**config.mk**
```make
export PLATFORM = sky130hd
export DESIGN_NAME = mmu_top
export DESIGN_NICKNAME = d
export VERILOG_FILES = /design/src/mmu_pkg.sv /design/src/mmu_csr_apb.sv /design/src/mmu_lookup_stage.sv /design/src/mmu_resolve_stage.sv /design/src/mmu_tlb_array.sv /design/src/mmu_top.sv /design/src/mmu_va_stage.sv
export SDC_FILE = /design/constraint.sdc
export NUM_CORES = 2
export LEC_CHECK = 0
export BUFFER_PORTS_ARGS = -buffer_cell sky130_fd_sc_hd__clkbuf_2
export CAP_MARGIN = 20
export CORE_MARGIN = 10
export CORE_UTILIZATION = 60
export DETAILED_ROUTE_END_ITERATION = 6
export HOLD_SLACK_MARGIN = 0.05
export PLACE_DENSITY = 0.75
export SYNTH_ARGS = -nofsm -noshare
export SYNTH_HDL_FRONTEND = slang
export SYNTH_SLANG_ARGS = --single-unit
```
**constraint.sdc**
```tcl
create_clock -name aclk -period 7.85 [get_ports aclk]
set_input_delay 0.785 -clock aclk [delete_from_list [all_inputs] [get_ports aclk]]
set_output_delay 0.785 -clock aclk [all_outputs]
set_load 0.01 [all_outputs]
```
**src/mmu_pkg.sv**
```systemverilog
`default_nettype none

package mmu_pkg;

    localparam int va_w        = 32;
    localparam int vppn_w      = 19;   // va[31:13]
    localparam int ppn_w       = 20;
    localparam int asid_w      = 10;
    localparam int tlb_entries = 16;
    localparam int tlb_idx_w   = 4;

    // apb register offsets
    localparam logic [7:0] addr_crmd    = 8'h00;
    localparam logic [7:0] addr_asid    = 8'h04;
    localparam logic [7:0] addr_dmw0    = 8'h08;
    localparam logic [7:0] addr_dmw1    = 8'h0C;
    localparam logic [7:0] addr_tlbidx  = 8'h10;
    localparam logic [7:0] addr_tlbehi  = 8'h14;
    localparam logic [7:0] addr_tlbelo0 = 8'h18;
    localparam logic [7:0] addr_tlbelo1 = 8'h1C;
    localparam logic [7:0] addr_tlbcmd  = 8'h20;

    // implemented bits of each register
    localparam logic [31:0] crmd_mask   = 32'h0000_001B;   // plv, da, pg
    localparam logic [31:0] asid_mask   = 32'h0000_03FF;
    localparam logic [31:0] dmw_mask    = 32'hEE00_0039;   // vseg, pseg, mat, plv3, plv0
    localparam logic [31:0] tlbidx_mask = 32'h8000_000F;   // ne, index
    localparam logic [31:0] tlbehi_mask = 32'hFFFF_E000;
    localparam logic [31:0] tlbelo_mask = 32'h0FFF_FF7F;

    localparam logic [31:0] crmd_rst = 32'h0000_0008;   // come up in direct mode
    localparam logic [1:0]  da_mat   = 2'd0;            // direct mode memory type

    typedef enum logic [1:0] {
        acc_fetch,
        acc_load,
        acc_store
    } access_e;

    typedef enum logic [2:0] {
        ex_none,
        ex_tlbr,   // no matching entry
        ex_pi,     // page invalid
        ex_ppi,    // privilege
        ex_pme     // store to clean page
    } ex_code_e;

    typedef struct packed {
        logic [1:0]        plv;
        logic              da;
        logic              pg;
        logic [asid_w-1:0] asid;
        logic [31:0]       dmw0;
        logic [31:0]       dmw1;
    } csr_state_t;

    typedef struct packed {
        logic [ppn_w-1:0] ppn;
        logic [1:0]       plv;
        logic [1:0]       mat;
        logic             d;
        logic             v;
    } tlb_half_t;

    typedef struct packed {
        logic              e;
        logic              g;
        logic [asid_w-1:0] asid;
        logic [vppn_w-1:0] vppn;
        tlb_half_t         p0;   // even page
        tlb_half_t         p1;   // odd page
    } tlb_entry_t;

    typedef struct packed {
        logic [va_w-1:0] va;
        access_e         acc;
    } va_req_t;

    typedef struct packed {
        logic [va_w-1:0] va;
        access_e         acc;
        logic            direct;   // da or window hit
        logic [va_w-1:0] dpa;
        logic [1:0]      dmat;
    } va_stage_t;

    typedef struct packed {
        va_stage_t base;
        logic      found;
        tlb_half_t half;
    } lookup_stage_t;

    typedef struct packed {
        logic [va_w-1:0] pa;
        logic [1:0]      mat;
        ex_code_e        ex;
    } mmu_rsp_t;

endpackage

`default_nettype wire

```
**src/mmu_csr_apb.sv**
```systemverilog
`timescale 1ns/1ns
`default_nettype none

module mmu_csr_apb (
    input  logic                          aclk,
    input  logic                          rst,
    input  logic                          psel,
    input  logic                          penable,
    input  logic                          pwrite,
    input  logic [7:0]                    paddr,
    input  logic [31:0]                   pwdata,
    output logic [31:0]                   prdata,
    output logic                          pready,
    output logic                          pslverr,
    output mmu_pkg::csr_state_t           csr_state,
    output logic                          tlb_we,
    output logic [mmu_pkg::tlb_idx_w-1:0] tlb_widx,
    output mmu_pkg::tlb_entry_t           tlb_wentry
);
    import mmu_pkg::*;

    logic [31:0] crmd_q;
    logic [31:0] asid_q;
    logic [31:0] dmw0_q;
    logic [31:0] dmw1_q;
    logic [31:0] tlbidx_q;
    logic [31:0] tlbehi_q;
    logic [31:0] tlbelo0_q;
    logic [31:0] tlbelo1_q;
    logic        wr_en;
    logic        mapped;

    function automatic tlb_half_t elo_to_half(input logic [31:0] elo);
        tlb_half_t h;
        h.ppn = elo[27:8];
        h.plv = elo[3:2];
        h.mat = elo[5:4];
        h.d   = elo[1];
        h.v   = elo[0];
        return h;
    endfunction

    assign wr_en   = psel & penable & pwrite;   // access phase write
    assign pready  = 1'b1;                      // zero wait states
    assign pslverr = psel & penable & ~mapped;

    always_comb begin
        mapped = 1'b1;
        prdata = 32'h0;
        case (paddr)
            addr_crmd:    prdata = crmd_q;
            addr_asid:    prdata = asid_q;
            addr_dmw0:    prdata = dmw0_q;
            addr_dmw1:    prdata = dmw1_q;
            addr_tlbidx:  prdata = tlbidx_q;
            addr_tlbehi:  prdata = tlbehi_q;
            addr_tlbelo0: prdata = tlbelo0_q;
            addr_tlbelo1: prdata = tlbelo1_q;
            addr_tlbcmd:  prdata = 32'h0;   // strobe only, reads zero
            default:      mapped = 1'b0;
        endcase
    end

    always_ff @(posedge aclk) begin
        if (rst) begin
            crmd_q    <= crmd_rst;
            asid_q    <= 32'h0;
            dmw0_q    <= 32'h0;
            dmw1_q    <= 32'h0;
            tlbidx_q  <= 32'h0;
            tlbehi_q  <= 32'h0;
            tlbelo0_q <= 32'h0;
            tlbelo1_q <= 32'h0;
            tlb_we    <= 1'b0;
        end else begin
            tlb_we <= wr_en & (paddr == addr_tlbcmd) & pwdata[0];   // one cycle commit
            if (wr_en) begin
                case (paddr)
                    addr_crmd:    crmd_q    <= pwdata & crmd_mask;
                    addr_asid:    asid_q    <= pwdata & asid_mask;
                    addr_dmw0:    dmw0_q    <= pwdata & dmw_mask;
                    addr_dmw1:    dmw1_q    <= pwdata & dmw_mask;
                    addr_tlbidx:  tlbidx_q  <= pwdata & tlbidx_mask;
                    addr_tlbehi:  tlbehi_q  <= pwdata & tlbehi_mask;
                    addr_tlbelo0: tlbelo0_q <= pwdata & tlbelo_mask;
                    addr_tlbelo1: tlbelo1_q <= pwdata & tlbelo_mask;
                    default:      ;
                endcase
            end
        end
    end

    assign csr_state.plv  = crmd_q[1:0];
    assign csr_state.da   = crmd_q[3];
    assign csr_state.pg   = crmd_q[4];
    assign csr_state.asid = asid_q[asid_w-1:0];
    assign csr_state.dmw0 = dmw0_q;
    assign csr_state.dmw1 = dmw1_q;

    // staged entry, committed to the index in tlbidx
    assign tlb_widx        = tlbidx_q[tlb_idx_w-1:0];
    assign tlb_wentry.e    = ~tlbidx_q[31];   // ne inverted
    assign tlb_wentry.g    = tlbelo0_q[6] & tlbelo1_q[6];
    assign tlb_wentry.asid = asid_q[asid_w-1:0];
    assign tlb_wentry.vppn = tlbehi_q[31:13];
    assign tlb_wentry.p0   = elo_to_half(tlbelo0_q);
    assign tlb_wentry.p1   = elo_to_half(tlbelo1_q);

endmodule

`default_nettype wire

```
**src/mmu_lookup_stage.sv**
```systemverilog
`timescale 1ns/1ns
`default_nettype none

module mmu_lookup_stage (
    input  logic                                           aclk,
    input  logic                                           rst,
    input  logic                                           in_valid,
    input  mmu_pkg::va_stage_t                             in,
    output logic                                           in_allowin,
    input  mmu_pkg::tlb_entry_t [mmu_pkg::tlb_entries-1:0] entries,
    input  mmu_pkg::csr_state_t                            csr_state,
    input  logic                                           out_allowin,
    output logic                                           out_valid,
    output mmu_pkg::lookup_stage_t                         out
);
    import mmu_pkg::*;

    logic                   valid_q;
    logic [tlb_entries-1:0] match;
    logic                   hit;
    tlb_half_t              sel_half;

    assign in_allowin = ~valid_q | out_allowin;

    // compare is masked off for requests already mapped in stage 1
    always_comb begin
        for (int i = 0; i < tlb_entries; i++) begin
            match[i] = ~in.direct & entries[i].e
                     & (entries[i].vppn == in.va[31:13])
                     & (entries[i].g | (entries[i].asid == csr_state.asid));
        end
    end

    assign hit = |match;

    always_comb begin
        sel_half = '0;
        for (int i = tlb_entries - 1; i >= 0; i--) begin
            if (match[i]) begin
                sel_half = in.va[12] ? entries[i].p1 : entries[i].p0;   // lowest index wins
            end
        end
    end

    always_ff @(posedge aclk) begin
        if (rst) begin
            valid_q <= 1'b0;
        end else if (in_allowin) begin
            valid_q <= in_valid;
        end
    end

    always_ff @(posedge aclk) begin
        if (in_valid && in_allowin) begin
            out.base  <= in;
            out.found <= hit;
            out.half  <= sel_half;
        end
    end

    assign out_valid = valid_q;

endmodule

`default_nettype wire

```
**src/mmu_resolve_stage.sv**
```systemverilog
`timescale 1ns/1ns
`default_nettype none

module mmu_resolve_stage (
    input  logic                   aclk,
    input  logic                   rst,
    input  logic                   in_valid,
    input  mmu_pkg::lookup_stage_t in,
    output logic                   in_allowin,
    input  mmu_pkg::csr_state_t    csr_state,
    input  logic                   rsp_ready,
    output logic                   rsp_valid,
    output mmu_pkg::mmu_rsp_t      rsp
);
    import mmu_pkg::*;

    logic     valid_q;
    mmu_rsp_t next;

    // response reg only reloads once the held one is taken
    assign in_allowin = ~valid_q | rsp_ready;

    always_comb begin
        next     = '0;
        next.ex  = ex_none;
        if (in.base.direct) begin
            next.pa  = in.base.dpa;
            next.mat = in.base.dmat;
        end else if (!in.found) begin
            next.ex = ex_tlbr;
        end else if (!in.half.v) begin
            next.ex = ex_pi;
        end else if (csr_state.plv > in.half.plv) begin
            next.ex = ex_ppi;
        end else if (in.base.acc == acc_store && !in.half.d) begin
            next.ex = ex_pme;
        end else begin
            next.pa  = {in.half.ppn, in.base.va[11:0]};   // 4k page
            next.mat = in.half.mat;
        end
    end

    always_ff @(posedge aclk) begin
        if (rst) begin
            valid_q <= 1'b0;
        end else if (in_allowin) begin
            valid_q <= in_valid;
        end
    end

    always_ff @(posedge aclk) begin
        if (in_valid && in_allowin) begin
            rsp <= next;
        end
    end

    assign rsp_valid = valid_q;

endmodule

`default_nettype wire

```
**src/mmu_tlb_array.sv**
```systemverilog
`timescale 1ns/1ns
`default_nettype none

module mmu_tlb_array (
    input  logic                                                aclk,
    input  logic                                                rst,
    input  logic                                                we,
    input  logic [mmu_pkg::tlb_idx_w-1:0]                       widx,
    input  mmu_pkg::tlb_entry_t                                 wentry,
    output mmu_pkg::tlb_entry_t [mmu_pkg::tlb_entries-1:0]      entries
);
    import mmu_pkg::*;

    tlb_entry_t [tlb_entries-1:0] tlb_q;

    // only e is cleared, the rest of an entry is don't-care while e is low
    always_ff @(posedge aclk) begin
        if (rst) begin
            for (int i = 0; i < tlb_entries; i++) begin
                tlb_q[i].e <= 1'b0;
            end
        end else if (we) begin
            tlb_q[widx] <= wentry;   // commit from staging regs
        end
    end

    assign entries = tlb_q;   // all entries for the parallel compare

endmodule

`default_nettype wire

```
**src/mmu_top.sv**
```systemverilog
`timescale 1ns/1ns
`default_nettype none

module mmu_top (
    input  logic               aclk,
    input  logic               rst,
    // apb config port
    input  logic               psel,
    input  logic               penable,
    input  logic               pwrite,
    input  logic [7:0]         paddr,
    input  logic [31:0]        pwdata,
    output logic [31:0]        prdata,
    output logic               pready,
    output logic               pslverr,
    // translation request
    input  logic               req_valid,
    input  mmu_pkg::va_req_t   req,
    output logic               req_ready,
    // translation response
    output logic               rsp_valid,
    output mmu_pkg::mmu_rsp_t  rsp,
    input  logic               rsp_ready
);
    import mmu_pkg::*;

    csr_state_t                   csr_state;
    logic                         tlb_we;
    logic [tlb_idx_w-1:0]         tlb_widx;
    tlb_entry_t                   tlb_wentry;
    tlb_entry_t [tlb_entries-1:0] entries;

    logic          s1_valid;
    va_stage_t     s1_data;
    logic          s2_allowin;
    logic          s2_valid;
    lookup_stage_t s2_data;
    logic          s3_allowin;

    mmu_csr_apb my_csr (
        .aclk       (aclk),
        .rst        (rst),
        .psel       (psel),
        .penable    (penable),
        .pwrite     (pwrite),
        .paddr      (paddr),
        .pwdata     (pwdata),
        .prdata     (prdata),
        .pready     (pready),
        .pslverr    (pslverr),
        .csr_state  (csr_state),
        .tlb_we     (tlb_we),
        .tlb_widx   (tlb_widx),
        .tlb_wentry (tlb_wentry)
    );

    mmu_tlb_array my_tlb (
        .aclk    (aclk),
        .rst     (rst),
        .we      (tlb_we),
        .widx    (tlb_widx),
        .wentry  (tlb_wentry),
        .entries (entries)
    );

    mmu_va_stage my_va (
        .aclk        (aclk),
        .rst         (rst),
        .req_valid   (req_valid),
        .req         (req),
        .req_ready   (req_ready),
        .csr_state   (csr_state),
        .out_allowin (s2_allowin),
        .out_valid   (s1_valid),
        .out         (s1_data)
    );

    mmu_lookup_stage my_lookup (
        .aclk        (aclk),
        .rst         (rst),
        .in_valid    (s1_valid),
        .in          (s1_data),
        .in_allowin  (s2_allowin),
        .entries     (entries),
        .csr_state   (csr_state),
        .out_allowin (s3_allowin),
        .out_valid   (s2_valid),
        .out         (s2_data)
    );

    mmu_resolve_stage my_resolve (
        .aclk       (aclk),
        .rst        (rst),
        .in_valid   (s2_valid),
        .in         (s2_data),
        .in_allowin (s3_allowin),
        .csr_state  (csr_state),
        .rsp_ready  (rsp_ready),
        .rsp_valid  (rsp_valid),
        .rsp        (rsp)
    );

endmodule

`default_nettype wire

```
**src/mmu_va_stage.sv**
```systemverilog
`timescale 1ns/1ns
`default_nettype none

module mmu_va_stage (
    input  logic                aclk,
    input  logic                rst,
    input  logic                req_valid,
    input  mmu_pkg::va_req_t    req,
    output logic                req_ready,
    input  mmu_pkg::csr_state_t csr_state,
    input  logic                out_allowin,
    output logic                out_valid,
    output mmu_pkg::va_stage_t  out
);
    import mmu_pkg::*;

    logic      valid_q;
    logic      allowin;
    logic      dmw0_hit;
    logic      dmw1_hit;
    va_stage_t next;

    function automatic logic dmw_hit(
        input logic [31:0] dmw,
        input logic [31:0] va,
        input logic [1:0]  plv
    );
        logic plv_ok;
        plv_ok = ((plv == 2'd0) & dmw[0]) | ((plv == 2'd3) & dmw[3]);
        return (va[31:29] == dmw[31:29]) & plv_ok;
    endfunction

    assign allowin   = ~valid_q | out_allowin;
    assign req_ready = allowin;
    assign dmw0_hit  = dmw_hit(csr_state.dmw0, req.va, csr_state.plv);
    assign dmw1_hit  = dmw_hit(csr_state.dmw1, req.va, csr_state.plv);

    always_comb begin
        next        = '0;
        next.va     = req.va;
        next.acc    = req.acc;
        if (csr_state.da) begin
            next.direct = 1'b1;
            next.dpa    = req.va;
            next.dmat   = da_mat;
        end else if (dmw0_hit) begin   // dmw0 wins over dmw1
            next.direct = 1'b1;
            next.dpa    = {csr_state.dmw0[27:25], req.va[28:0]};
            next.dmat   = csr_state.dmw0[5:4];
        end else if (dmw1_hit) begin
            next.direct = 1'b1;
            next.dpa    = {csr_state.dmw1[27:25], req.va[28:0]};
            next.dmat   = csr_state.dmw1[5:4];
        end
    end

    always_ff @(posedge aclk) begin
        if (rst) begin
            valid_q <= 1'b0;
        end else if (allowin) begin
            valid_q <= req_valid;
        end
    end

    always_ff @(posedge aclk) begin
        if (req_valid && allowin) begin
            out <= next;
        end
    end

    assign out_valid = valid_q;

endmodule

`default_nettype wire

```
Yosys cells after proc, flatten, opt, wreduce, memory -nomap -nowiden

Cells that the tools add are included.

Register bits: 1626
Bits of input ports: 81
Output and inout port bits: 73
Word-level logic and storage cells: 465

Order comparisons: 3
Equality and inequality tests: 44
Mux-type cells: 49
Bitwise gates (word level): 90
Reduce and logical (&&, ||, !) cells: 22

Operators with widths:

| cell               | number |
|---|---|
| $bwmux 1328        | 1 |
| $mux 26            | 32 |
| $demux 83 s4       | 1 |
| $eq 19x19->1       | 16 |
| $pmux 32 s8        | 1 |
| $mux 34            | 7 |
| $eq 10x10->1       | 16 |
| $mux 83            | 1 |
| $and 1x1->1        | 60 |
| $mux 35            | 1 |
| $eq 8x5->1 const B | 4 |
| $or 1x1->1         | 21 |
| $reduce_and 2->1   | 9 |
| $eq 8x4->1 const B | 2 |
| $reduce_or 16->1   | 1 |
| $not 1->1          | 9 |
| $reduce_or 9->1    | 1 |
| $eq 8x3->1 const B | 1 |
| $eq 8x6->1 const B | 1 |
| $logic_not 8->1    | 1 |
| $eq 3x3->1         | 2 |
| $logic_and 1x1->1  | 5 |
| $lt 4x5->1 const B | 1 |
| $eq 2x2->1 const B | 2 |
| other kinds (9)    | 12 |

Logic depth before layout (Yosys ltp)

Depth in word-level cells: 20
Mapped depth: 12
Mapped depth without buffers: 8

Modules after synthesis

Synthesis repeated with hierarchy kept, for this count alone.

Cell total of the unflattened synthesis: 4380
Area, all modules: 67771.2 um2

Modules (own cells, without submodules):

| module            | times used | cells each | area an instance (um2) | seq. area each (um2) |
|---|---|---|---|---|
| mmu_tlb_array     | 1          | 1416       | 40252.4                | 39718.1 |
| mmu_lookup_stage  | 1          | 1904       | 17162.7                | 2902.8 |
| mmu_csr_apb       | 1          | 746        | 5766.8                 | 2262.2 |
| mmu_va_stage      | 1          | 137        | 2661.3                 | 2092.0 |
| mmu_resolve_stage | 1          | 177        | 1928.1                 | 1131.1 |

Worst setup path before layout

Ideal clock, no wire load.

Path type: input to register
Start point: input port rst
End point: register my_tlb.tlb_q (netlist bit my_tlb.entries[1245]) (enable)
Setup time: 0.623 ns
Arrival: 6.582 ns
Required time: 7.227 ns
Slack: 0.645 ns
Cell stages on the path: 2
Path buffers: 1
Cells stage by stage: clkbuf_1 -> nor3_1

Cells in the longest elaborated chain, start to end: 2

RTL lines:

| item                              | line                | text |
|---|---|---|
| start, declared                   | mmu_top.sv:6        | `input logic rst,` |
| $not 1->1 (no source line)        | -                   |  |
| $reduce_and 2->1 (no source line) | -                   |  |
| end signal, assigned by index     | mmu_tlb_array.sv:23 | `tlb_q[widx] <= wentry;` |
| end, declared                     | mmu_tlb_array.sv:14 | `tlb_entry_t [tlb_entries-1:0] tlb_q;` |

No other way between the ends.
A chain may end at the register's enable or synchronous reset.

==> results_dict.tcl <==
set metrics [dict create \
    place_area_mm2 0.0683 \
    crit_type "flip-flop to flip-flop" \
    cts_buffers 158 \
    end_kind "flip-flop" \
    io_buffer_count 152 \
    p_sw_share_pct 20.7 \
    path_clk_slew_ps 60 \
    worstPathRequired_ps 8420 \
    dp_hpwl_um 104000 \
    drive_gt1_share_pct 14.7 \
    final.fill_count 7182 \
    synth-edff-count 1494 \
    synth_ff_type "edfxtp_1" \
    hp-class "input port to flip-flop" \
    syn_inst 4221 \
    p_leak_uw 0.0248 \
    cp_max_fo 28 \
    slew_violations 0 \
    clock-sinks 1626 \
    switchingPower_uw 3580 \
    antenna_found_initial 6 \
    layout_commonest_cell "edfxtp_1" \
    finClkSkew_ps 30.9 \
    comb_power_share_pct 3.1 \
    reg2reg_depth 10 \
    ctsResizeCount 0 \
    grt_setup_unrepaired "false" \
    min_from "req[0]" \
    via_per_inst 6.65 \
    synth-seq-cells 1626 \
    area_growth_pct 12.0 \
    timing.final.crit_share_pct 57.2 \
    status "completed" \
    drc 0 \
    place_ws_ps 3530 \
    grt_pass1_vias 38600 \
    mostFrequentLayoutCells "1494 x edfxtp_1, 351 x nand2_1, 312 x mux2i_1" \
    track_usage_pct 29.7 \
    ys_types 65 \
    ctsHoldBuffers 0 \
    routed_wl_um 185000 \
    worstPathCellList "xor2_1 -> nor4_1 -> a41o_1 -> buf_4 -> nand3_1 -> buf_4 -> o22a_1 -> o311ai_1 -> a31oi_1 -> o41ai_2" \
    clock_latency_ps 780 \
    ant_nets 0 \
    cts_tree "yes" \
    dr.first_iter.drc_count 5638 \
    rows 121 \
    grt_pass1_wl_um 265000 \
    rr_endpoint "my_lookup.out[24]" \
    fp.coreArea_mm2 0.109 \
    powerDensity_mw_per_mm2 236 \
    vias 39600 \
    ys_seq_area_share_pct 72.4 \
    layout.cells.non_filler 5954 \
    synth_top_cell_by_area "edfxtp_1" \
    syn-num-nets 4304 \
    fin_nets 4487 \
    critPathArrivalTime_ps 5070 \
    cts.htree.levels 4 \
    start_util_pct 60.3 \
    drt-pass1-iter-count 7 \
    dp.cells 5652 \
    ir_worst_vdd_mv 0.255 \
    die_w_um 351 \
    post_cts_buffers 0 \
    p_int_uw 13700 \
    grt_overflow 0 \
    maxSlewHeadroom_pct 17.3 \
    period_needed_ps 4490 \
    worstHoldPathCells 1 \
    cts_max_path_buffers 3 \
    synth_area_per_cell_um2 15.5 \
    yosys-top-cells-area "edfxtp_1 68%, mux2i_1 4.8%, dfxtp_1 4.0%, xor2_1 3.6%, xnor2_1 2.6%" \
    crit_path_top_delay_cell "dfxtp_1" \
    worst_slack_ps 3360 \
    crit_path_frequent_cell "buf_4" \
    final_area_mm2 0.0734 \
    cp_slowest_stage_delay_ps 910 \
    dieHeight_um 351 \
    grt_max_degree 120 \
    finalHoldViolCount 0 \
    async_reset_ff_share_pct 0 \
    whs_ps 199 \
    root_buffer "clkbuf_16" \
    power_frac_seq_pct 54.4 \
    ios 154 \
    crit_path_start_kind "flip-flop" \
    synth.top_cell.area_share_pct 68.4 \
    worst_pin_slew_ps 1240 \
    die_area_mm2 0.123 \
    setup-tns-final_ps 0 \
    max-cap-violations 0 \
    rrSetupSlack_ps 3360 \
    place.gp.congestion 0.886 \
    fmax_ghz 0.223 \
    syn_area_mm2 0.0656 \
    yosysWarnings 0 \
    finalSetupViolCount 0 \
    clkPwrFrac_pct 42.5 \
    holdPathEnd "my_va.out[35]" \
    worstReg2RegStart "my_csr.asid_q[3]" \
    wire_per_inst_um 31.0 \
]
-- how the worst max path moves through the flow --
stage,startpoint,endpoint,slack (ps),cells past startpoint
after global placement,my_csr.asid_q[3],my_lookup.out[17],3600,9
after CTS,my_csr.asid_q[3],my_lookup.out[19],3490,10
after detailed placement,my_csr.asid_q[8],my_lookup.out[8],3530,9
after floorplan,rst,my_tlb.entries[1245],650,2
after global routing,my_csr.asid_q[7],my_lookup.out[8],3190,10
final,my_csr.asid_q[3],my_lookup.out[24],3360,10
-- registers in the layout, indices dropped and copies added (netlist names), 19 cells and up --
signal            flops
my_csr.tlbehi_q      19
my_resolve.rsp       37
my_lookup.out        76
my_va.out            69
my_csr.tlbelo0_q     27
my_tlb.entries     1328
my_csr.tlbelo1_q     27
-- cells in the mapped netlist (37+ instances only) --
master       n
edfxtp_1  1494
nand2_1    351
mux2i_1    312
xor2_1     272
xnor2_1    198
a21oi_1    184
clkbuf_1   175
dfxtp_1    132
nor4_1     109
nand4_1     97
nor2_1      81
mux2_2      78
o21ai_0     72
nor2b_1     60
o211ai_1    53
a211oi_1    51
o221ai_1    51
buf_2       48
a22o_1      37
-- final cells by class --
type / instances / area [um2] / share of cell area, %
Antenna cell: 3 / 7.51 / 0.0102
Clock buffer: 216 / 4350 / 5.93
Clock inverter: 77 / 646 / 0.879
Inverter: 7 / 26.3 / 0.0358
Multi-Input combinational cell: 2320 / 17100 / 23.3
Sequential cell: 1626 / 47500 / 64.7
Tap cell: 1414 / 1770 / 2.41
Timing Repair Buffer: 291 / 1990 / 2.71
-- per-stage QoR --
| step | util (%) | power, uW |
|---|---|---|
| after floorplan | - | 9950 |
| after global placement | 62.7 | 10100 |
| after detailed placement | 62.8 | 10100 |
| after CTS | 67.4 | 17300 |
| after global routing | 67.5 | 17700 |
| final | 67.6 | 17300 |
-- power groups by stage --
stage | sequential, uW | clock [uW] | combinational, uW
after detailed placement | 9590 | 0 | 532
after CTS | 9400 | 7390 | 535
after floorplan | 9580 | 0 | 374
after global placement | 9590 | 0 | 526
final | 9400 | 7350 | 545
after global routing | 9400 | 7730 | 569
-- cells by family (layout without fill, tap and decap cells) --
group / count (synthesis) / in the layout / synth area share, %
compound gates: 622 / 622 / 6.76
xor+xnor: 470 / 470 / 6.28
fa+ha+maj: 2 / 2 / 0.0381
buf+inv: 275 / 591 / 1.98
flops: 1626 / 1626 / 72.4
mux: 390 / 390 / 6.10
other cells: 1 / 4 / 0.00572
simple gates: 835 / 835 / 6.41
-- worst max-delay path, delay by kind of cell (launching register included) --
family / cells / cell delay, ps
xor gates and xnor gates: 1 / 170
buffers and inverters: 2 / 980
AOI/OAI and AO/OA: 5 / 1080
DFF: 1 / 910
and+or+nand+nor: 2 / 1090
-- layer usage --
layer	part of all wire [%]	GRT usage, %	up-vias
met3	13	8.04	524
met2	45	45.1	2856
li1	-	-	16600
met5	0.095	0.902	-
met4	5.0	13.5	6
met1	37	40.1	19600
No activity file was read; power rests on OpenSTA's default activity.
